**config.mk**
```make
export PLATFORM = sky130hd
export DESIGN_NAME = video_timing_top
export DESIGN_NICKNAME = d
export VERILOG_FILES = /design/src/hw/video_timing_pkg.sv /design/src/hw/mode_select.sv /design/src/hw/raster_counter.sv /design/src/hw/switch_debouncer.sv /design/src/hw/switch_sampler.sv /design/src/hw/sync_output.sv /design/src/hw/video_timing_top.sv
export VERILOG_INCLUDE_DIRS = /design/src /design/src/hw
export SDC_FILE = /design/constraint.sdc
export NUM_CORES = 1
export LEC_CHECK = 0
export BUFFER_PORTS_ARGS = -buffer_cell sky130_fd_sc_hd__buf_2
export CORE_MARGIN = 3
export CORE_UTILIZATION = 40
export DETAILED_ROUTE_END_ITERATION = 12
export MAX_ROUTING_LAYER = met4
export PLACE_DENSITY = 0.65
export REMOVE_ABC_BUFFERS = 1
export SLEW_MARGIN = 20
export SYNTH_ARGS = -nofsm -noshare
export SYNTH_HDL_FRONTEND = slang
export SYNTH_SLANG_ARGS = --single-unit
```
**constraint.sdc**
```tcl
create_clock -name clk50m_bufg -period 7.85 [get_ports clk50m_bufg]
set_input_delay 0.785 -clock clk50m_bufg [delete_from_list [all_inputs] [get_ports clk50m_bufg]]
set_output_delay 0.785 -clock clk50m_bufg [all_outputs]
set_load 0.005 [all_outputs]
```
**src/hw/video_timing_params.svh**
```systemverilog
`ifndef VIDEO_TIMING_PARAMS_SVH
`define VIDEO_TIMING_PARAMS_SVH

////////////////////////////////////////
// Format timings, pixels and lines
////////////////////////////////////////

// 640x480@60
`define HPIXELS_VGA       640
`define HFNPRCH_VGA       16
`define HSYNCPW_VGA       96
`define HBKPRCH_VGA       48
`define VLINES_VGA        480
`define VFNPRCH_VGA       11
`define VSYNCPW_VGA       2
`define VBKPRCH_VGA       31
`define NEGSYNC_VGA       1'b1    // Negative sync

// 800x600@60
`define HPIXELS_SVGA      800
`define HFNPRCH_SVGA      40
`define HSYNCPW_SVGA      128
`define HBKPRCH_SVGA      88
`define VLINES_SVGA       600
`define VFNPRCH_SVGA      1
`define VSYNCPW_SVGA      4
`define VBKPRCH_SVGA      23
`define NEGSYNC_SVGA      1'b0

// 1024x768@60
`define HPIXELS_XGA       1024
`define HFNPRCH_XGA       24
`define HSYNCPW_XGA       136
`define HBKPRCH_XGA       160
`define VLINES_XGA        768
`define VFNPRCH_XGA       3
`define VSYNCPW_XGA       6
`define VBKPRCH_XGA       29
`define NEGSYNC_XGA       1'b1    // Negative sync

// 1280x720@60, also the fallback format
`define HPIXELS_HDTV720P  1280
`define HFNPRCH_HDTV720P  110
`define HSYNCPW_HDTV720P  40
`define HBKPRCH_HDTV720P  220
`define VLINES_HDTV720P   720
`define VFNPRCH_HDTV720P  5
`define VSYNCPW_HDTV720P  5
`define VBKPRCH_HDTV720P  20
`define NEGSYNC_HDTV720P  1'b0

// 1280x1024@60
`define HPIXELS_SXGA      1280
`define HFNPRCH_SXGA      48
`define HSYNCPW_SXGA      112
`define HBKPRCH_SXGA      248
`define VLINES_SXGA       1024
`define VFNPRCH_SXGA      1
`define VSYNCPW_SXGA      3
`define VBKPRCH_SXGA      38
`define NEGSYNC_SXGA      1'b0

// Camera variant of 720p, shorter sync
`define HPIXELS_CAMERA    1280
`define HFNPRCH_CAMERA    110
`define HSYNCPW_CAMERA    39
`define HBKPRCH_CAMERA    220
`define VLINES_CAMERA     720
`define VFNPRCH_CAMERA    4
`define VSYNCPW_CAMERA    4
`define VBKPRCH_CAMERA    22
`define NEGSYNC_CAMERA    1'b0

////////////////////////////////////////
// Switch codes and debounce
////////////////////////////////////////
`define SW_VGA            4'b0000
`define SW_SVGA           4'b0001
`define SW_XGA            4'b0011
`define SW_HDTV720P       4'b0010
`define SW_SXGA           4'b1000
`define SW_CAMERA         4'b1001

`define DEBOUNCE_TICK_CYCLES  64   // Clocks per sample tick
`define DEBOUNCE_TICKS        4    // Agreeing ticks to accept a level
`define NUM_SWITCHES          4

`endif

```
**src/hw/video_timing_pkg.sv**
```systemverilog
`default_nettype none
`include "video_timing_params.svh"

package video_timing_pkg;

	////////////////////////////////////////
	// Scalar types
	////////////////////////////////////////
	typedef logic [10:0] coord_t;                  // Pixel or line count
	typedef logic [`NUM_SWITCHES-1:0] sw_code_t;   // Slide switch code

	// Decoded display format
	typedef enum logic [2:0] {
		MODE_VGA,
		MODE_SVGA,
		MODE_XGA,
		MODE_HDTV720P,
		MODE_SXGA,
		MODE_CAMERA
	} video_mode_e;

	////////////////////////////////////////
	// Structs
	////////////////////////////////////////

	// Lengths of each raster region, 89 bits
	typedef struct packed {
		coord_t h_active;
		coord_t h_front;
		coord_t h_sync;
		coord_t h_back;
		coord_t v_active;
		coord_t v_front;
		coord_t v_sync;
		coord_t v_back;
		logic   neg_polarity;   // 1 = active low syncs
	} video_timing_t;

	// Raw raster position and flags, 26 bits
	typedef struct packed {
		coord_t hcount;
		coord_t vcount;
		logic   hblank;
		logic   vblank;
		logic   hsync;          // Active high, before polarity
		logic   vsync;
	} raster_t;

endpackage

`default_nettype wire

```
**src/hw/mode_select.sv**
```systemverilog
`timescale 1ns/1ns
`default_nettype none
`include "video_timing_params.svh"

module mode_select (
	input  wire                             clk50m_bufg,
	input  wire                             RSTBTN,
	input  video_timing_pkg::sw_code_t      settled,
	output video_timing_pkg::video_timing_t timing,
	output logic                            mode_restart
);

	video_timing_pkg::sw_code_t  code_q;
	video_timing_pkg::video_mode_e mode;
	logic                        init_pending;   // Forces one restart out of reset

	// Pack eight lengths and the polarity bit
	function automatic video_timing_pkg::video_timing_t pack_timing(
		input int ha, input int hf, input int hs, input int hb,
		input int va, input int vf, input int vs, input int vb,
		input logic neg
	);
		pack_timing.h_active     = video_timing_pkg::coord_t'(ha);
		pack_timing.h_front      = video_timing_pkg::coord_t'(hf);
		pack_timing.h_sync       = video_timing_pkg::coord_t'(hs);
		pack_timing.h_back       = video_timing_pkg::coord_t'(hb);
		pack_timing.v_active     = video_timing_pkg::coord_t'(va);
		pack_timing.v_front      = video_timing_pkg::coord_t'(vf);
		pack_timing.v_sync       = video_timing_pkg::coord_t'(vs);
		pack_timing.v_back       = video_timing_pkg::coord_t'(vb);
		pack_timing.neg_polarity = neg;
	endfunction

	////////////////////////////////////////
	// Code register and restart pulse
	////////////////////////////////////////
	always_ff @(posedge clk50m_bufg) begin
		if (RSTBTN) begin
			code_q       <= `SW_HDTV720P;   // 720p until switches settle
			init_pending <= 1'b1;
			mode_restart <= 1'b0;
		end else begin
			code_q       <= settled;
			init_pending <= 1'b0;
			mode_restart <= init_pending | (settled != code_q);
		end
	end

	// Switch code to format, unlisted codes fall back to 720p
	always_comb begin
		case (code_q)
			`SW_VGA:    mode = video_timing_pkg::MODE_VGA;
			`SW_SVGA:   mode = video_timing_pkg::MODE_SVGA;
			`SW_XGA:    mode = video_timing_pkg::MODE_XGA;
			`SW_SXGA:   mode = video_timing_pkg::MODE_SXGA;
			`SW_CAMERA: mode = video_timing_pkg::MODE_CAMERA;
			default:    mode = video_timing_pkg::MODE_HDTV720P;
		endcase
	end

	// Format to timing set
	always_comb begin
		case (mode)
			video_timing_pkg::MODE_VGA: timing = pack_timing(
				`HPIXELS_VGA, `HFNPRCH_VGA, `HSYNCPW_VGA, `HBKPRCH_VGA,
				`VLINES_VGA, `VFNPRCH_VGA, `VSYNCPW_VGA, `VBKPRCH_VGA, `NEGSYNC_VGA);
			video_timing_pkg::MODE_SVGA: timing = pack_timing(
				`HPIXELS_SVGA, `HFNPRCH_SVGA, `HSYNCPW_SVGA, `HBKPRCH_SVGA,
				`VLINES_SVGA, `VFNPRCH_SVGA, `VSYNCPW_SVGA, `VBKPRCH_SVGA, `NEGSYNC_SVGA);
			video_timing_pkg::MODE_XGA: timing = pack_timing(
				`HPIXELS_XGA, `HFNPRCH_XGA, `HSYNCPW_XGA, `HBKPRCH_XGA,
				`VLINES_XGA, `VFNPRCH_XGA, `VSYNCPW_XGA, `VBKPRCH_XGA, `NEGSYNC_XGA);
			video_timing_pkg::MODE_SXGA: timing = pack_timing(
				`HPIXELS_SXGA, `HFNPRCH_SXGA, `HSYNCPW_SXGA, `HBKPRCH_SXGA,
				`VLINES_SXGA, `VFNPRCH_SXGA, `VSYNCPW_SXGA, `VBKPRCH_SXGA, `NEGSYNC_SXGA);
			video_timing_pkg::MODE_CAMERA: timing = pack_timing(
				`HPIXELS_CAMERA, `HFNPRCH_CAMERA, `HSYNCPW_CAMERA, `HBKPRCH_CAMERA,
				`VLINES_CAMERA, `VFNPRCH_CAMERA, `VSYNCPW_CAMERA, `VBKPRCH_CAMERA,
				`NEGSYNC_CAMERA);
			default: timing = pack_timing(
				`HPIXELS_HDTV720P, `HFNPRCH_HDTV720P, `HSYNCPW_HDTV720P, `HBKPRCH_HDTV720P,
				`VLINES_HDTV720P, `VFNPRCH_HDTV720P, `VSYNCPW_HDTV720P, `VBKPRCH_HDTV720P,
				`NEGSYNC_HDTV720P);
		endcase
	end

endmodule

`default_nettype wire

```
**src/hw/raster_counter.sv**
```systemverilog
`timescale 1ns/1ns
`default_nettype none

module raster_counter (
	input  wire                             clk50m_bufg,
	input  wire                             RSTBTN,
	input  video_timing_pkg::video_timing_t timing,
	input  wire                             mode_restart,   // Clears both counters
	output video_timing_pkg::raster_t       raster
);

	video_timing_pkg::coord_t hcount_q, vcount_q;
	video_timing_pkg::coord_t h_sync_start, h_sync_end, h_last;
	video_timing_pkg::coord_t v_sync_start, v_sync_end, v_last;

	////////////////////////////////////////
	// Region boundaries from the lengths
	////////////////////////////////////////
	always_comb begin
		h_sync_start = timing.h_active + timing.h_front;
		h_sync_end   = h_sync_start + timing.h_sync;
		h_last       = h_sync_end + timing.h_back - 1'b1;   // Final pixel of a line
		v_sync_start = timing.v_active + timing.v_front;
		v_sync_end   = v_sync_start + timing.v_sync;
		v_last       = v_sync_end + timing.v_back - 1'b1;   // Final line of a frame
	end

	// Horizontal and vertical counters
	always_ff @(posedge clk50m_bufg) begin
		if (RSTBTN || mode_restart) begin
			hcount_q <= '0;
			vcount_q <= '0;
		end else if (hcount_q >= h_last) begin
			hcount_q <= '0;                  // End of line
			if (vcount_q >= v_last)
				vcount_q <= '0;              // End of frame
			else
				vcount_q <= vcount_q + 1'b1;
		end else begin
			hcount_q <= hcount_q + 1'b1;
		end
	end

	// Raw flags, active high
	always_comb begin
		raster.hcount = hcount_q;
		raster.vcount = vcount_q;
		raster.hblank = (hcount_q >= timing.h_active);
		raster.vblank = (vcount_q >= timing.v_active);
		raster.hsync  = (hcount_q >= h_sync_start) && (hcount_q < h_sync_end);
		raster.vsync  = (vcount_q >= v_sync_start) && (vcount_q < v_sync_end);
	end

endmodule

`default_nettype wire

```
**src/hw/switch_debouncer.sv**
```systemverilog
`timescale 1ns/1ns
`default_nettype none
`include "video_timing_params.svh"

module switch_debouncer #(
	parameter logic RESET_LEVEL = 1'b0   // Level held until the first settle
) (
	input  wire  clk50m_bufg,
	input  wire  RSTBTN,
	input  wire  sample_in,      // Already synchronized
	input  wire  sample_tick,
	output logic settled
);

	localparam int CNT_W = $clog2(`DEBOUNCE_TICKS + 1);

	logic [CNT_W-1:0] diff_cnt;   // Consecutive ticks that disagree
	logic             last_diff;

	// Final disagreeing tick of a run
	assign last_diff = (diff_cnt == CNT_W'(`DEBOUNCE_TICKS - 1));

	always_ff @(posedge clk50m_bufg) begin
		if (RSTBTN) begin
			settled  <= RESET_LEVEL;
			diff_cnt <= '0;
		end else if (sample_tick) begin
			if (sample_in == settled) begin
				diff_cnt <= '0;                // Agreeing sample restarts the run
			end else if (last_diff) begin
				settled  <= sample_in;         // Accept new level
				diff_cnt <= '0;
			end else begin
				diff_cnt <= diff_cnt + 1'b1;
			end
		end
	end

endmodule

`default_nettype wire

```
**src/hw/switch_sampler.sv**
```systemverilog
`timescale 1ns/1ns
`default_nettype none
`include "video_timing_params.svh"

module switch_sampler (
	input  wire                       clk50m_bufg,
	input  wire                       RSTBTN,
	input  video_timing_pkg::sw_code_t sw,          // Straight from the pins
	output video_timing_pkg::sw_code_t sw_sync,
	output logic                      sample_tick   // One cycle per sample period
);

	localparam int DIV_W = $clog2(`DEBOUNCE_TICK_CYCLES);

	video_timing_pkg::sw_code_t sw_meta;   // First flop, may go metastable
	logic [DIV_W-1:0] div_cnt;

	// Two flop synchronizer
	always_ff @(posedge clk50m_bufg) begin
		if (RSTBTN) begin
			sw_meta <= '0;
			sw_sync <= '0;
		end else begin
			sw_meta <= sw;
			sw_sync <= sw_meta;
		end
	end

	// Prescaler for the debounce sample tick
	always_ff @(posedge clk50m_bufg) begin
		if (RSTBTN) begin
			div_cnt     <= '0;
			sample_tick <= 1'b0;
		end else if (div_cnt == DIV_W'(`DEBOUNCE_TICK_CYCLES - 1)) begin
			div_cnt     <= '0;
			sample_tick <= 1'b1;
		end else begin
			div_cnt     <= div_cnt + 1'b1;
			sample_tick <= 1'b0;
		end
	end

endmodule

`default_nettype wire

```
**src/hw/sync_output.sv**
```systemverilog
`timescale 1ns/1ns
`default_nettype none

module sync_output (
	input  wire                       clk50m_bufg,
	input  wire                       RSTBTN,
	input  video_timing_pkg::raster_t raster,
	input  wire                       neg_polarity,
	output logic                      hsync,
	output logic                      vsync,
	output logic                      de,
	output video_timing_pkg::coord_t  hcount,
	output video_timing_pkg::coord_t  vcount
);

	logic hsync_q, vsync_q, de_q;          // First stage
	video_timing_pkg::coord_t hcount_q, vcount_q;

	// Two stage pipeline, polarity applied in the first stage
	always_ff @(posedge clk50m_bufg) begin
		if (RSTBTN) begin
			hsync_q  <= 1'b0;
			vsync_q  <= 1'b0;
			de_q     <= 1'b0;
			hcount_q <= '0;
			vcount_q <= '0;
			hsync    <= 1'b0;
			vsync    <= 1'b0;
			de       <= 1'b0;
			hcount   <= '0;
			vcount   <= '0;
		end else begin
			hsync_q  <= raster.hsync ^ neg_polarity;
			vsync_q  <= raster.vsync ^ neg_polarity;
			de_q     <= !raster.hblank && !raster.vblank;   // Active area only
			hcount_q <= raster.hcount;
			vcount_q <= raster.vcount;
			hsync    <= hsync_q;
			vsync    <= vsync_q;
			de       <= de_q;
			hcount   <= hcount_q;   // Counts kept aligned with de
			vcount   <= vcount_q;
		end
	end

endmodule

`default_nettype wire

```
**src/hw/video_timing_top.sv**
```systemverilog
`timescale 1ns/1ns
`default_nettype none
`include "video_timing_params.svh"

module video_timing_top (
	input  wire                       clk50m_bufg,
	input  wire                       RSTBTN,
	input  video_timing_pkg::sw_code_t sw,         // Format select switches
	output logic                      hsync,
	output logic                      vsync,
	output logic                      de,
	output video_timing_pkg::coord_t  hcount,
	output video_timing_pkg::coord_t  vcount
);

	localparam video_timing_pkg::sw_code_t RESET_CODE = `SW_HDTV720P;

	video_timing_pkg::sw_code_t      sw_sync;
	video_timing_pkg::sw_code_t      settled;
	video_timing_pkg::video_timing_t timing;
	video_timing_pkg::raster_t       raster;
	logic                            sample_tick;
	logic                            mode_restart;

	////////////////////////////////////////
	// Switch path
	////////////////////////////////////////
	switch_sampler u_sampler (
		.clk50m_bufg (clk50m_bufg),
		.RSTBTN      (RSTBTN),
		.sw          (sw),
		.sw_sync     (sw_sync),
		.sample_tick (sample_tick)
	);

	// One debouncer per switch, each reset to the 720p code bit
	for (genvar i = 0; i < `NUM_SWITCHES; i++) begin : g_deb
		switch_debouncer #(.RESET_LEVEL(RESET_CODE[i])) u_deb (
			.clk50m_bufg (clk50m_bufg),
			.RSTBTN      (RSTBTN),
			.sample_in   (sw_sync[i]),
			.sample_tick (sample_tick),
			.settled     (settled[i])
		);
	end

	mode_select u_mode (
		.clk50m_bufg  (clk50m_bufg),
		.RSTBTN       (RSTBTN),
		.settled      (settled),
		.timing       (timing),
		.mode_restart (mode_restart)
	);

	////////////////////////////////////////
	// Raster and output stage
	////////////////////////////////////////
	raster_counter u_raster (
		.clk50m_bufg  (clk50m_bufg),
		.RSTBTN       (RSTBTN),
		.timing       (timing),
		.mode_restart (mode_restart),
		.raster       (raster)
	);

	sync_output u_out (
		.clk50m_bufg  (clk50m_bufg),
		.RSTBTN       (RSTBTN),
		.raster       (raster),
		.neg_polarity (timing.neg_polarity),
		.hsync        (hsync),
		.vsync        (vsync),
		.de           (de),
		.hcount       (hcount),
		.vcount       (vcount)
	);

endmodule

`default_nettype wire

```
==> results.py, run 1 <==
metrics = {
    "status": {
        "status": "finished, final reports clean",
    },
    "hold_path": {
        "worst_hold_path.endpoint": "u_out.vcount[2]",
        "launch_instance_of_the_worst_min_delay_path": "u_out.vcount_q[2]",
        "worst_hold_depth": 1,
        "timing.hold.worst.class": "reg2reg",
    },
    "die": {
        "coreArea_mm2": 0.01612,
        "die_area_mm2": 0.01831,
        "io_pins": 31,
        "die_width_um": 135.3,
        "floorplan.initialDensity": 0.4151,
        "die_height_um": 135.3,
        "fp-row-count": 46,
    },
    "logic_synthesis": {
        "synth-seq-area-share": 0.3262,
        "yosysWarningCount": 0,
        "ys.flop_type": "sky130_fd_sc_hd__dfxtp_1",
        "number_of_distinct_standard_cells_referenced_by_the_synthesized_netlist": 68,
        "synthDominantCellAreaShare": 0.3262,
        "share_of_synthesized_registers_carrying_an_async_set_or_reset": 0,
        "synth_area_leaders": "sky130_fd_sc_hd__dfxtp_1 (33%), sky130_fd_sc_hd__ha_1 (21%), sky130_fd_sc_hd__nor2b_1 (5.3%)",
        "syn_inst": 736,
        "post_synth.cell_area_avg_um2": 9.088,
        "synthesis.area_mm2": 0.006689,
        "netlist.top_cell.by_area": "sky130_fd_sc_hd__dfxtp_1",
        "synth-seq-cells": 109,
        "synth-edff-count": 0,
    },
    "clock_network": {
        "post_cts_resized": 0,
        "worst_skew_pair.late_latency_ns": 0.35,
        "cts.root.buffer_cell": "sky130_fd_sc_hd__clkbuf_16",
        "clk_pin_slew_ns": 0.07,
        "cts.htree.levels": 3,
        "clockBufferDepth": 2,
        "postcts_setup_bufs": 0,
        "tritoncts": "built",
        "number_of_hold_buffers_added_after_cts": 0,
        "cts.sink_count": 109,
        "cts_buffers": 9,
    },
    "timing": {
        "final.setup.worst_slack_ns": 2.268,
        "timing_max_transition_violations_final": 0,
        "finalSetupTns_ns": 0,
        "worst-slew-pin-transition_ns": 0.8867,
        "final_period_minus_worst_setup_slack_ns": 5.582,
        "final-setup-viol-count": 0,
        "rsz0062_at_grt": "no",
        "final_hold_viol_count": 0,
        "post-route-period-util": 0.7111,
        "relSlewSlack": 0.4089,
        "clock-skew-final_ns": 0.01391,
        "highest_clock_rate_mhz": 179.2,
    },
    "worst_setup_path": {
        "crit_top_cell": "sky130_fd_sc_hd__ha_1",
        "timing.rr.end": "u_raster.vcount_q[10]",
        "crit_path_cell_trace": "a21oi_1 -> nand2_1 -> ha_1 -> nor2b_1 -> a311oi_2 -> nor2_4 -> xnor2_1 -> ha_1 -> ha_1 -> a31o_2 -> a21o_1 -> a21oi_1 -> nor3_2 -> xnor2_1 -> ha_1 -> nand4_1 -> nor3_1 -> a2111oi_0 -> o21ai_0 -> a41oi_1 -> nor2_1 -> nor2_1",
        "cp.required_ns": 8.12,
        "timing.critical_path.arrival_ns": 5.86,
        "cp_max_fo": 15,
        "worst_r2r_startpoint": "u_mode.code_q[3]",
        "worst-r2r-setup-slack_ns": 2.27,
        "path_class": "reg2reg",
        "slowest_stage": "sky130_fd_sc_hd__dfxtp_1",
        "r2r.worst_path.cells": 22,
        "cp-end-kind": "register",
        "max_stage_delay_ns": 0.71,
        "critPathLaunchType": "register",
        "worst_setup_startpoint": "u_mode.code_q[3]",
    },
    "grt": {
        "grt_util_met1": 0.2183,
        "number_of_antenna_violations_at_the_first_check_in_global_routing": 0,
        "globalRouteTotalUtil": 0.1588,
        "grt_start_max_net_pins": 89,
        "via_count_of_the_first_global_routing_pass": 4496,
        "grt-ovfl-total": 0,
        "groute.layer.met3.usage": 0.02415,
        "grt_util_met2": 0.2425,
        "grt_pass1_wl_um": 22770,
        "grt_most_used_layer": "met2",
    },
    "power": {
        "power_uw": 1043,
        "vdd.ir_drop.worst_mv": 0.1087,
        "total_leakage_power_uw": 0.003500,
        "pwr_density_cell_mw_per_mm2": 142.6,
    },
    "drt": {
        "vias": 4884,
        "drt_drc_violations_left": 0,
        "drt_first_pass_iters": 5,
        "drt_iter0_markers": 349,
        "route.detailed.wl_per_inst_um": 14.11,
        "antenna_left": 0,
        "routed_wirelength_um": 13800,
        "detailed_route_vias_per_instance": 4.994,
    },
    "cells_and_area": {
        "layout-drive-gt1-share": 0.09318,
        "final_nets": 878,
        "final_cell_area_mm2": 0.007313,
        "num_antenna_cells": 0,
        "postLayoutCoreUtil": 0.4538,
        "flow.area_growth_from_synthesis_pct": 9.334,
    },
    "flow_run": {
        "cap_violations": 0,
    },
    "place": {
        "gpl.final_weighted_congestion": 0.9584,
        "port_buffers": 30,
        "pre_cts_slack_ns": 2.340,
        "placement.cell_area_mm2": 0.007023,
        "estimated_wirelength_of_the_detail_placed_design_um": 10430,
    },
}
sequential cells by signal, indices dropped and copies added (netlist names):
register / cells
u_sampler.sw_meta: 4
g_deb.u_deb.diff_cnt: 12
u_out.hcount_q: 11
u_out.hcount: 11
u_out.de_q: 1
u_out.hsync_q: 1
u_sampler.sw_sync: 4
u_out.hsync: 1
u_mode.init_pending: 1
u_sampler.sample_tick: 1
u_out.vsync: 1
u_raster.hcount_q: 11
u_out.vcount: 11
u_mode.mode_restart: 1
u_mode.code_q: 4
u_out.vcount_q: 11
u_out.vsync_q: 1
u_raster.vcount_q: 11
u_out.de: 1
g_deb.u_deb.settled: 4
u_sampler.div_cnt: 6
cell families after synthesis:
group | Yosys count | share of synthesized area
AOI/OAI and AO/OA | 111 | 0.1061
xor gates and xnor gates | 57 | 0.07912
adders and majority gates | 114 | 0.2144
buffers and inverters | 78 | 0.04658
DFF | 109 | 0.3262
muxes | 9 | 0.01496
and+or+nand+nor | 258 | 0.2127
critical path, delay by kind of cell (launching register included):
family                     cells  cell delay, ns
AOI/OAI and AO/OA              8            2.20
adders and majority gates      4            1.21
and+or+nand+nor                8            1.01
DFF                            1            0.71
xor gates and xnor gates       2            0.36
metrics by stage:
stage	std cells	hold slack [ns]
floorplan	716	0.4138
global placement	963	0.4161
detailed placement	963	0.4218
CTS	978	0.4374
global route	978	0.4504
finish	978	0.4342
per-layer routing:
layer	wire length, um	part of all wire	vias up
met5	0	0	-
met4	204	0.015	0
met3	556	0.040	15
met2	6004	0.44	94
met1	7030	0.51	2203
li1	-	-	2572
placed cells by master (no fill, tap or decap), types with 2 or more instances in the layout:
master	count
sky130_fd_sc_hd__mux2i_1	4
sky130_fd_sc_hd__xor2_1	26
sky130_fd_sc_hd__and3_1	5
sky130_fd_sc_hd__nor3_2	2
sky130_fd_sc_hd__inv_1	56
sky130_fd_sc_hd__o21ai_0	31
sky130_fd_sc_hd__buf_2	30
sky130_fd_sc_hd__o2111ai_1	3
sky130_fd_sc_hd__a211oi_1	4
sky130_fd_sc_hd__mux2_2	4
sky130_fd_sc_hd__nand2b_1	16
sky130_fd_sc_hd__nand4_1	17
sky130_fd_sc_hd__o21a_1	3
sky130_fd_sc_hd__a31oi_1	4
sky130_fd_sc_hd__o31ai_1	2
sky130_fd_sc_hd__nor2_1	66
sky130_fd_sc_hd__and3b_1	4
sky130_fd_sc_hd__ha_1	113
sky130_fd_sc_hd__o21ai_1	3
sky130_fd_sc_hd__nand3_1	20
sky130_fd_sc_hd__nor3_1	10
sky130_fd_sc_hd__xnor2_1	28
sky130_fd_sc_hd__a21o_1	16
sky130_fd_sc_hd__nand2_1	27
sky130_fd_sc_hd__or2_2	6
sky130_fd_sc_hd__dfxtp_1	109
sky130_fd_sc_hd__clkbuf_16	9
sky130_fd_sc_hd__or3_1	5
sky130_fd_sc_hd__nor2b_1	57
sky130_fd_sc_hd__a2111oi_0	2
sky130_fd_sc_hd__xnor2_2	2
sky130_fd_sc_hd__and2_1	3
sky130_fd_sc_hd__a41oi_1	2
sky130_fd_sc_hd__nand3b_1	5
sky130_fd_sc_hd__and4_1	4
sky130_fd_sc_hd__a21oi_1	27
sky130_fd_sc_hd__clkbuf_1	2
sky130_fd_sc_hd__inv_2	2
cell usage after synthesis, drive strengths merged, types with 5 or more instances:
master    n
ha      113
dfxtp   109
nor2     68
inv      58
nor2b    57
o21ai    34
xnor2    30
a21oi    28
nand2    27
xor2     26
nand3    20
nand4    17
a21o     16
nand2b   16
clkbuf   12
nor3     12
buf       8
or2       6
and3      5
mux2      5
nand3b    5
or3       5
power breakdown:
| group | internal (uW) | switching [uW] | total, uW |
|---|---|---|---|
| Clock | 256 | 196 | 452 |
| Combinational | 9.88 | 17.7 | 27.5 |
| Sequential | 559 | 4.78 | 564 |
worst max path at each step:
stage / end / slack, ns
2_1_floorplan: u_raster.vcount_q[8] / 2.91
3_3_place_gp: u_raster.vcount_q[8] / 2.47
3_5_place_dp: u_raster.vcount_q[8] / 2.34
4_1_cts: u_raster.vcount_q[10] / 2.30
5_1_grt: u_raster.vcount_q[5] / 1.84
6_report: u_raster.vcount_q[10] / 2.27
cell type report:
class | count | area, um^2
clock buffer | 12 | 246.5
clock inverter | 3 | 43.79
fill | 1559 | 8802
inverter | 58 | 217.7
multi-input combinational | 549 | 4195
sequential | 109 | 2182
tap | 216 | 270.3
timing repair buffer | 31 | 157.7
No activity file was read; power rests on OpenSTA's default activity.
==> inputs of run 2 (changes only) <==
Clock period 7.85 ns to 5.2 ns, I/O delays scaled along.
==> run 2 against run 1 <==
  * Non-clock buffer count grew 16
  * Combinational power grew 63%
  * Power grew 59%
  * Utilization grew 1.3 points
  * Critical path type unchanged
  * Largest power group unchanged
==> results.py, run 2 (synthesized netlist as in run 1, its figures left out) <==
metrics = {
    "drt": {
        "antenna_left": 0,
        "drt_drc_violations_left": 0,
        "drt_first_pass_iters": 5,
        "routed_wirelength_um": 14300,
        "drt_iter0_markers": 355,
        "route.detailed.wl_per_inst_um": 14.37,
        "detailed_route_vias_per_instance": 5.053,
        "vias": 5028,
    },
    "grt": {
        "globalRouteTotalUtil": 0.1630,
        "grt_start_max_net_pins": 82,
        "grt-ovfl-total": 0,
        "via_count_of_the_first_global_routing_pass": 4649,
        "number_of_antenna_violations_at_the_first_check_in_global_routing": 0,
        "grt_pass1_wl_um": 23320,
    },
    "timing": {
        "timing_max_transition_violations_final": 0,
        "worst-slew-pin-transition_ns": 0.7878,
        "final_period_minus_worst_setup_slack_ns": 4.978,
        "relSlewSlack": 0.4748,
        "final-setup-viol-count": 0,
        "final_hold_viol_count": 0,
        "post-route-period-util": 0.9572,
        "final.setup.worst_slack_ns": 0.2223,
        "clock-skew-final_ns": 0.01019,
        "highest_clock_rate_mhz": 200.9,
    },
    "clock_network": {
        "clk_pin_slew_ns": 0.07,
        "clockBufferDepth": 2,
        "cts.sink_count": 109,
        "tritoncts": "built",
        "cts_buffers": 9,
        "number_of_hold_buffers_added_after_cts": 0,
        "cts.htree.levels": 3,
        "cts.root.buffer_cell": "sky130_fd_sc_hd__clkbuf_16",
        "worst_skew_pair.late_latency_ns": 0.35,
    },
    "worst_setup_path": {
        "cp.required_ns": 5.47,
        "worst_r2r_startpoint": "u_mode.code_q[3]",
        "critPathLaunchType": "register",
        "path_class": "reg2reg",
        "worst-r2r-setup-slack_ns": 0.22,
        "cp_max_fo": 8,
        "cp-end-kind": "register",
        "r2r.worst_path.cells": 23,
        "timing.critical_path.arrival_ns": 5.25,
        "timing.rr.end": "u_raster.vcount_q[8]",
    },
    "power": {
        "pwr-share-clk": 0.458,
        "cell_internal_pwr_uw": 1303,
        "netSwitchingPower_uw": 351.8,
        "p_sw_frac": 0.2127,
        "pwr_density_cell_mw_per_mm2": 219.9,
        "power_uw": 1654,
        "power.share.sequential": 0.515,
        "power.share.combinational": 0.027,
        "vdd.ir_drop.worst_mv": 0.1564,
        "total_leakage_power_uw": 0.003601,
    },
    "hold_path": {
        "timing.hold.worst.class": "in2reg",
        "launch_instance_of_the_worst_min_delay_path": "sw[1]",
        "worst_hold_path.endpoint": "u_sampler.sw_meta[1]",
        "worst_hold_depth": 2,
    },
    "place": {
        "pre_cts_slack_ns": 0.009694,
        "gpl.final_weighted_congestion": 0.9199,
        "port_buffers": 30,
        "estimated_wirelength_of_the_detail_placed_design_um": 10690,
    },
    "cells_and_area": {
        "largest_register_ff_count": 12,
        "num_antenna_cells": 0,
        "nFillCells": 1528,
        "leading_cell_type_in_the_layout_fill_and_taps_excluded": "sky130_fd_sc_hd__ha_1",
        "flow.area_growth_from_synthesis_pct": 12.48,
        "layout.area.seq_mm2": 0.002185,
        "largest-register": "g_deb.u_deb.diff_cnt",
        "layout-drive-gt1-share": 0.1284,
        "area_of_the_multi_input_gates_mm2": 0.004242,
        "layout_common_cells": "sky130_fd_sc_hd__ha_1 (113), sky130_fd_sc_hd__dfxtp_1 (107), sky130_fd_sc_hd__nor2_1 (65)",
        "final_nets": 894,
    },
    "die": {
        "fp-row-count": 46,
        "die_area_mm2": 0.01831,
        "die_height_um": 135.3,
        "io_pins": 31,
        "coreArea_mm2": 0.01612,
        "floorplan.initialDensity": 0.4151,
        "die_width_um": 135.3,
    },
    "flow_run": {
        "cap_violations": 0,
    },
    "status": {
        "status": "finished, final reports clean",
    },
}
-- run 2: worst max-delay path by stage --
stage	start	to	slack [ns]	depth (start not counted)
after floorplan	u_mode.code_q[2]	u_raster.vcount_q[8]	0.26	21
final	u_mode.code_q[3]	u_raster.vcount_q[8]	0.22	23
after global placement	u_mode.code_q[2]	u_raster.vcount_q[1]	0.02	20
after global routing	u_mode.code_q[3]	u_raster.vcount_q[3]	-0.02	22
after CTS	u_mode.code_q[2]	u_raster.vcount_q[0]	0.03	23
after detailed placement	u_mode.code_q[2]	u_raster.vcount_q[0]	0.01	23
-- run 2: power by group through the flow --
stage | Combinational (uW) | Clock [uW] | Sequential, uW
after CTS | 44.0 | 777 | 851
after global placement | 42.5 | 0 | 871
final | 44.7 | 758 | 852
after floorplan | 21.3 | 0 | 868
after detailed placement | 43.3 | 0 | 871
after global routing | 51.2 | 807 | 853
-- run 2: layout make-up --
class	count	area share
multi-input cells	549	0.5638
repair buffers	47	0.03692
flip-flops and latches	109	0.2904
inverters	58	0.02894
clock inverters	5	0.01181
clock buffers	11	0.03226
well taps	216	0.03592
-- run 2: routing by layer --
layer / vias to the layer above / GRT usage / wire, um
li1: 2611 / - / -
met1: 2301 / 0.2264 / 7048
met5: - / - / 0
met3: 11 / 0.02377 / 730
met2: 105 / 0.2503 / 6354
met4: 0 / 0.04199 / 164
-- run 2: critical path, cell delays in order (launching register included) --
cell                       delay [ns]
sky130_fd_sc_hd__dfxtp_1         0.35
sky130_fd_sc_hd__buf_4           0.17
sky130_fd_sc_hd__and2b_4         0.29
sky130_fd_sc_hd__nand2_1         0.08
sky130_fd_sc_hd__inv_1           0.17
sky130_fd_sc_hd__ha_1            0.29
sky130_fd_sc_hd__ha_1            0.31
sky130_fd_sc_hd__a21oi_1         0.23
sky130_fd_sc_hd__xor2_1          0.25
sky130_fd_sc_hd__ha_1            0.27
sky130_fd_sc_hd__inv_1           0.06
sky130_fd_sc_hd__ha_1            0.29
sky130_fd_sc_hd__nand4_1         0.12
sky130_fd_sc_hd__nand4b_1        0.12
sky130_fd_sc_hd__a21oi_1         0.19
sky130_fd_sc_hd__xor2_1          0.17
sky130_fd_sc_hd__ha_1            0.18
sky130_fd_sc_hd__nor3_1          0.05
sky130_fd_sc_hd__o21ai_0         0.14
sky130_fd_sc_hd__o22a_1          0.23
sky130_fd_sc_hd__o31a_4          0.24
sky130_fd_sc_hd__nand4_1         0.17
sky130_fd_sc_hd__or3_1           0.36
sky130_fd_sc_hd__a21oi_1         0.16
-- run 2: what timing repair did --
action | CTS | global route
resized for setup | 2 | 13
endpoints found under the setup margin | 5 | 22
pin swaps | 0 | 4
buffers inserted | 0 | 2
-- run 2: stage by stage --
stage / instances / cell area, um^2 / TNS, ns / hold WS, ns / util
2_1_floorplan: 716 / 6595 / 0 / 0.4138 / -
3_3_place_gp: 977 / 7128 / 0 / 0.4160 / 0.4423
3_5_place_dp: 977 / 7128 / 0 / 0.4239 / 0.4423
4_1_cts: 993 / 7468 / 0 / 0.3747 / 0.4634
5_1_grt: 995 / 7523 / -0.05760 / 0.3885 / 0.4668
6_report: 995 / 7523 / 0 / 0.3835 / 0.4668
==> inputs of run 3 (changes only) <==
Settings changed: REMOVE_ABC_BUFFERS 1 to unset, SLEW_MARGIN 20 to unset.
==> run 3 against run 2 <==
  * Setup slack improved by 0.089 ns
  * Cell count increased by 0.30%
  * Non-clock buffer count increased by 3
  * Highest routed layer unchanged
==> results.py, run 3 (synthesized netlist as in run 1, its figures left out) <==
metrics = {
    "timing": {
        "relSlewSlack": 0.5404,
        "post-route-period-util": 0.9401,
        "final_period_minus_worst_setup_slack_ns": 4.889,
        "worst-slew-pin-transition_ns": 0.6895,
        "fin_hold_ws_ns": 0.3976,
        "rsz0062_at_grt": "no",
        "timing_max_transition_violations_final": 0,
        "final_hold_viol_count": 0,
        "highest_clock_rate_mhz": 204.6,
        "clock-skew-final_ns": 0.008269,
        "final-setup-viol-count": 0,
    },
    "drt": {
        "detailed_route_vias_per_instance": 5.102,
        "route.detailed.wl_per_inst_um": 13.98,
        "drt_drc_violations_left": 0,
        "vias": 5092,
        "drt_iter0_markers": 344,
        "routed_wirelength_um": 13960,
        "antenna_left": 0,
        "drt_first_pass_iters": 5,
    },
    "worst_setup_path": {
        "crit_path_cell_trace": "or3_4 -> or2_2 -> inv_2 -> ha_1 -> ha_1 -> inv_1 -> xnor2_2 -> ha_1 -> ha_1 -> a31o_2 -> a21o_1 -> a21oi_2 -> nor3_2 -> xnor2_1 -> ha_1 -> nand4_1 -> nor3_1 -> a2111oi_2 -> o21ai_1 -> a41oi_2 -> nor2_1 -> buf_4 -> a21oi_1",
        "critical_path.top_delay_family": "compound AO/OA/AOI/OAI gates",
        "critPathLaunchType": "register",
        "slowest_stage": "sky130_fd_sc_hd__or3_4",
        "timing.critical_path.arrival_ns": 5.16,
        "worst_r2r_startpoint": "u_mode.code_q[1]",
        "cp_max_fo": 9,
        "path_class": "reg2reg",
        "r2r.worst_path.cells": 23,
        "worst_setup_startpoint": "u_mode.code_q[1]",
        "worst_path_bufs_invs": 3,
        "max_stage_delay_ns": 0.41,
        "worstSetupEndpoint": "u_raster.vcount_q[8]",
        "worst-r2r-setup-slack_ns": 0.31,
        "timing.rr.end": "u_raster.vcount_q[8]",
        "timing.critical_path.depth": 23,
        "cp-end-kind": "register",
        "crit_top_cell": "sky130_fd_sc_hd__ha_1",
        "cp.required_ns": 5.47,
    },
    "logic_synthesis": {
        "postSynthNetCount": 856,
    },
    "clock_network": {
        "cts.htree.levels": 3,
        "clk_pin_slew_ns": 0.07,
        "worst_skew_pair.late_latency_ns": 0.34,
        "clockBufferDepth": 2,
        "tritoncts": "built",
        "cts.root.buffer_cell": "sky130_fd_sc_hd__clkbuf_16",
        "cts_buffers": 9,
        "cts.sink_count": 109,
    },
    "place": {
        "port_buffers": 30,
        "gpl.final_weighted_congestion": 0.8797,
        "estimated_wirelength_of_the_detail_placed_design_um": 10660,
    },
    "die": {
        "die_height_um": 135.3,
        "coreArea_mm2": 0.01612,
        "io_pins": 31,
        "fp-row-count": 46,
        "die_width_um": 135.3,
        "floorplan.initialDensity": 0.4151,
        "die_area_mm2": 0.01831,
    },
    "power": {
        "power.share.sequential": 0.490,
        "p_sw_frac": 0.1995,
        "total_leakage_power_uw": 0.003640,
        "pwr-share-clk": 0.486,
        "vdd.ir_drop.worst_mv": 0.1693,
        "netSwitchingPower_uw": 346.0,
        "pwr_density_cell_mw_per_mm2": 228.4,
        "power.share.combinational": 0.024,
        "cell_internal_pwr_uw": 1388,
    },
    "grt": {
        "via_count_of_the_first_global_routing_pass": 4699,
        "grt_util_met1": 0.2222,
        "grt_start_max_net_pins": 71,
        "grt_util_met2": 0.2519,
        "globalRouteTotalUtil": 0.1604,
        "number_of_antenna_violations_at_the_first_check_in_global_routing": 0,
        "groute.layer.met3.usage": 0.01374,
        "grt_pass1_wl_um": 23120,
        "grt_most_used_layer": "met2",
        "grt-ovfl-total": 0,
    },
    "cells_and_area": {
        "layout-drive-gt1-share": 0.1330,
        "layout_common_cells": "sky130_fd_sc_hd__ha_1 (113), sky130_fd_sc_hd__dfxtp_1 (108), sky130_fd_sc_hd__nor2_1 (65)",
        "final_nets": 897,
        "nFillCells": 1554,
        "leading_cell_type_in_the_layout_fill_and_taps_excluded": "sky130_fd_sc_hd__ha_1",
        "postLayoutCoreUtil": 0.4713,
        "flow.area_growth_from_synthesis_pct": 13.54,
        "num_antenna_cells": 0,
        "largest_register_ff_count": 12,
        "largest-register": "g_deb.u_deb.diff_cnt",
    },
    "flow_run": {
        "cap_violations": 0,
    },
    "hold_path": {
        "timing.hold.worst.class": "in2reg",
    },
    "status": {
        "status": "finished, final reports clean",
    },
}
==> run 3: metal layers <==
metal	vias to the layer above	wire [um]
met5	-	0
met4	0	199
met3	14	387
met2	87	6308
met1	2366	7059
li1	2625	-
==> run 3: worst min path at each step <==
stage | start | end | cells after the start
CTS | sw[2] | u_sampler.sw_meta[2] | 2
global route | sw[2] | u_sampler.sw_meta[2] | 2
finish | sw[2] | u_sampler.sw_meta[2] | 2
global placement | u_out.hcount_q[10] | u_out.hcount[10] | 1
floorplan | u_out.de_q | u_out.de | 1
detailed placement | u_out.vcount_q[5] | u_out.vcount[5] | 1
==> run 3: power groups by stage <==
stage                     clock network, uW  logic, uW  registers [uW]
after global placement                    0       41.0             870
after CTS                               861       42.2             851
after global routing                    891       47.9             852
after floorplan                           0       29.5             868
after detailed placement                  0       41.6             870
final                                   842       41.6             850
==> run 3: final cells by class <==
class,count,area [um^2],share of cell area
repair buffers,50,300.3,0.03954
well taps,216,270.3,0.03558
multi-input cells,549,4242,0.5585
flip-flops and latches,109,2183,0.2875
clock buffers,9,225.2,0.02965
clock inverters,7,156.4,0.02059
inverters,58,217.7,0.02867
==> run 3: worst register-to-register path, stage by stage, from the launching register on <==
cell and delay, ns:
sky130_fd_sc_hd__dfxtp_1 0.33, sky130_fd_sc_hd__or3_4 0.41, sky130_fd_sc_hd__or2_2 0.36, sky130_fd_sc_hd__inv_2 0.10, sky130_fd_sc_hd__ha_1 0.14, sky130_fd_sc_hd__ha_1 0.25
sky130_fd_sc_hd__inv_1 0.12, sky130_fd_sc_hd__xnor2_2 0.13, sky130_fd_sc_hd__ha_1 0.26, sky130_fd_sc_hd__ha_1 0.33, sky130_fd_sc_hd__a31o_2 0.28, sky130_fd_sc_hd__a21o_1 0.19
sky130_fd_sc_hd__a21oi_2 0.18, sky130_fd_sc_hd__nor3_2 0.06, sky130_fd_sc_hd__xnor2_1 0.13, sky130_fd_sc_hd__ha_1 0.30, sky130_fd_sc_hd__nand4_1 0.12, sky130_fd_sc_hd__nor3_1 0.07
sky130_fd_sc_hd__a2111oi_2 0.32, sky130_fd_sc_hd__o21ai_1 0.15, sky130_fd_sc_hd__a41oi_2 0.22, sky130_fd_sc_hd__nor2_1 0.07, sky130_fd_sc_hd__buf_4 0.17, sky130_fd_sc_hd__a21oi_1 0.13
==> run 3: timing repair <==
action / CTS / global route
hold buffers: 0 / 0
setup endpoints to repair: 11 / 21
pin swaps: 1 / 2
gates cloned: 0 / 0
gates resized for setup: 2 / 14
buffers inserted: 1 / 0
==> run 3: stage by stage <==
| stage | setup slack (ns) | power (uW) | TNS (ns) | cells | area [um^2] |
|---|---|---|---|---|---|
| 3_5_place_dp | -0.03511 | 911.9 | -0.08799 | 981 | 7158 |
| 3_3_place_gp | 0.1306 | 911.1 | 0 | 981 | 7158 |
| 5_1_grt | 0.002519 | 1790 | 0 | 998 | 7595 |
| 2_1_floorplan | 0.2451 | 897.6 | 0 | 736 | 6689 |
| 6_report | 0.3114 | 1734 | 0 | 998 | 7595 |
| 4_1_cts | 0.004956 | 1754 | 0 | 998 | 7555 |
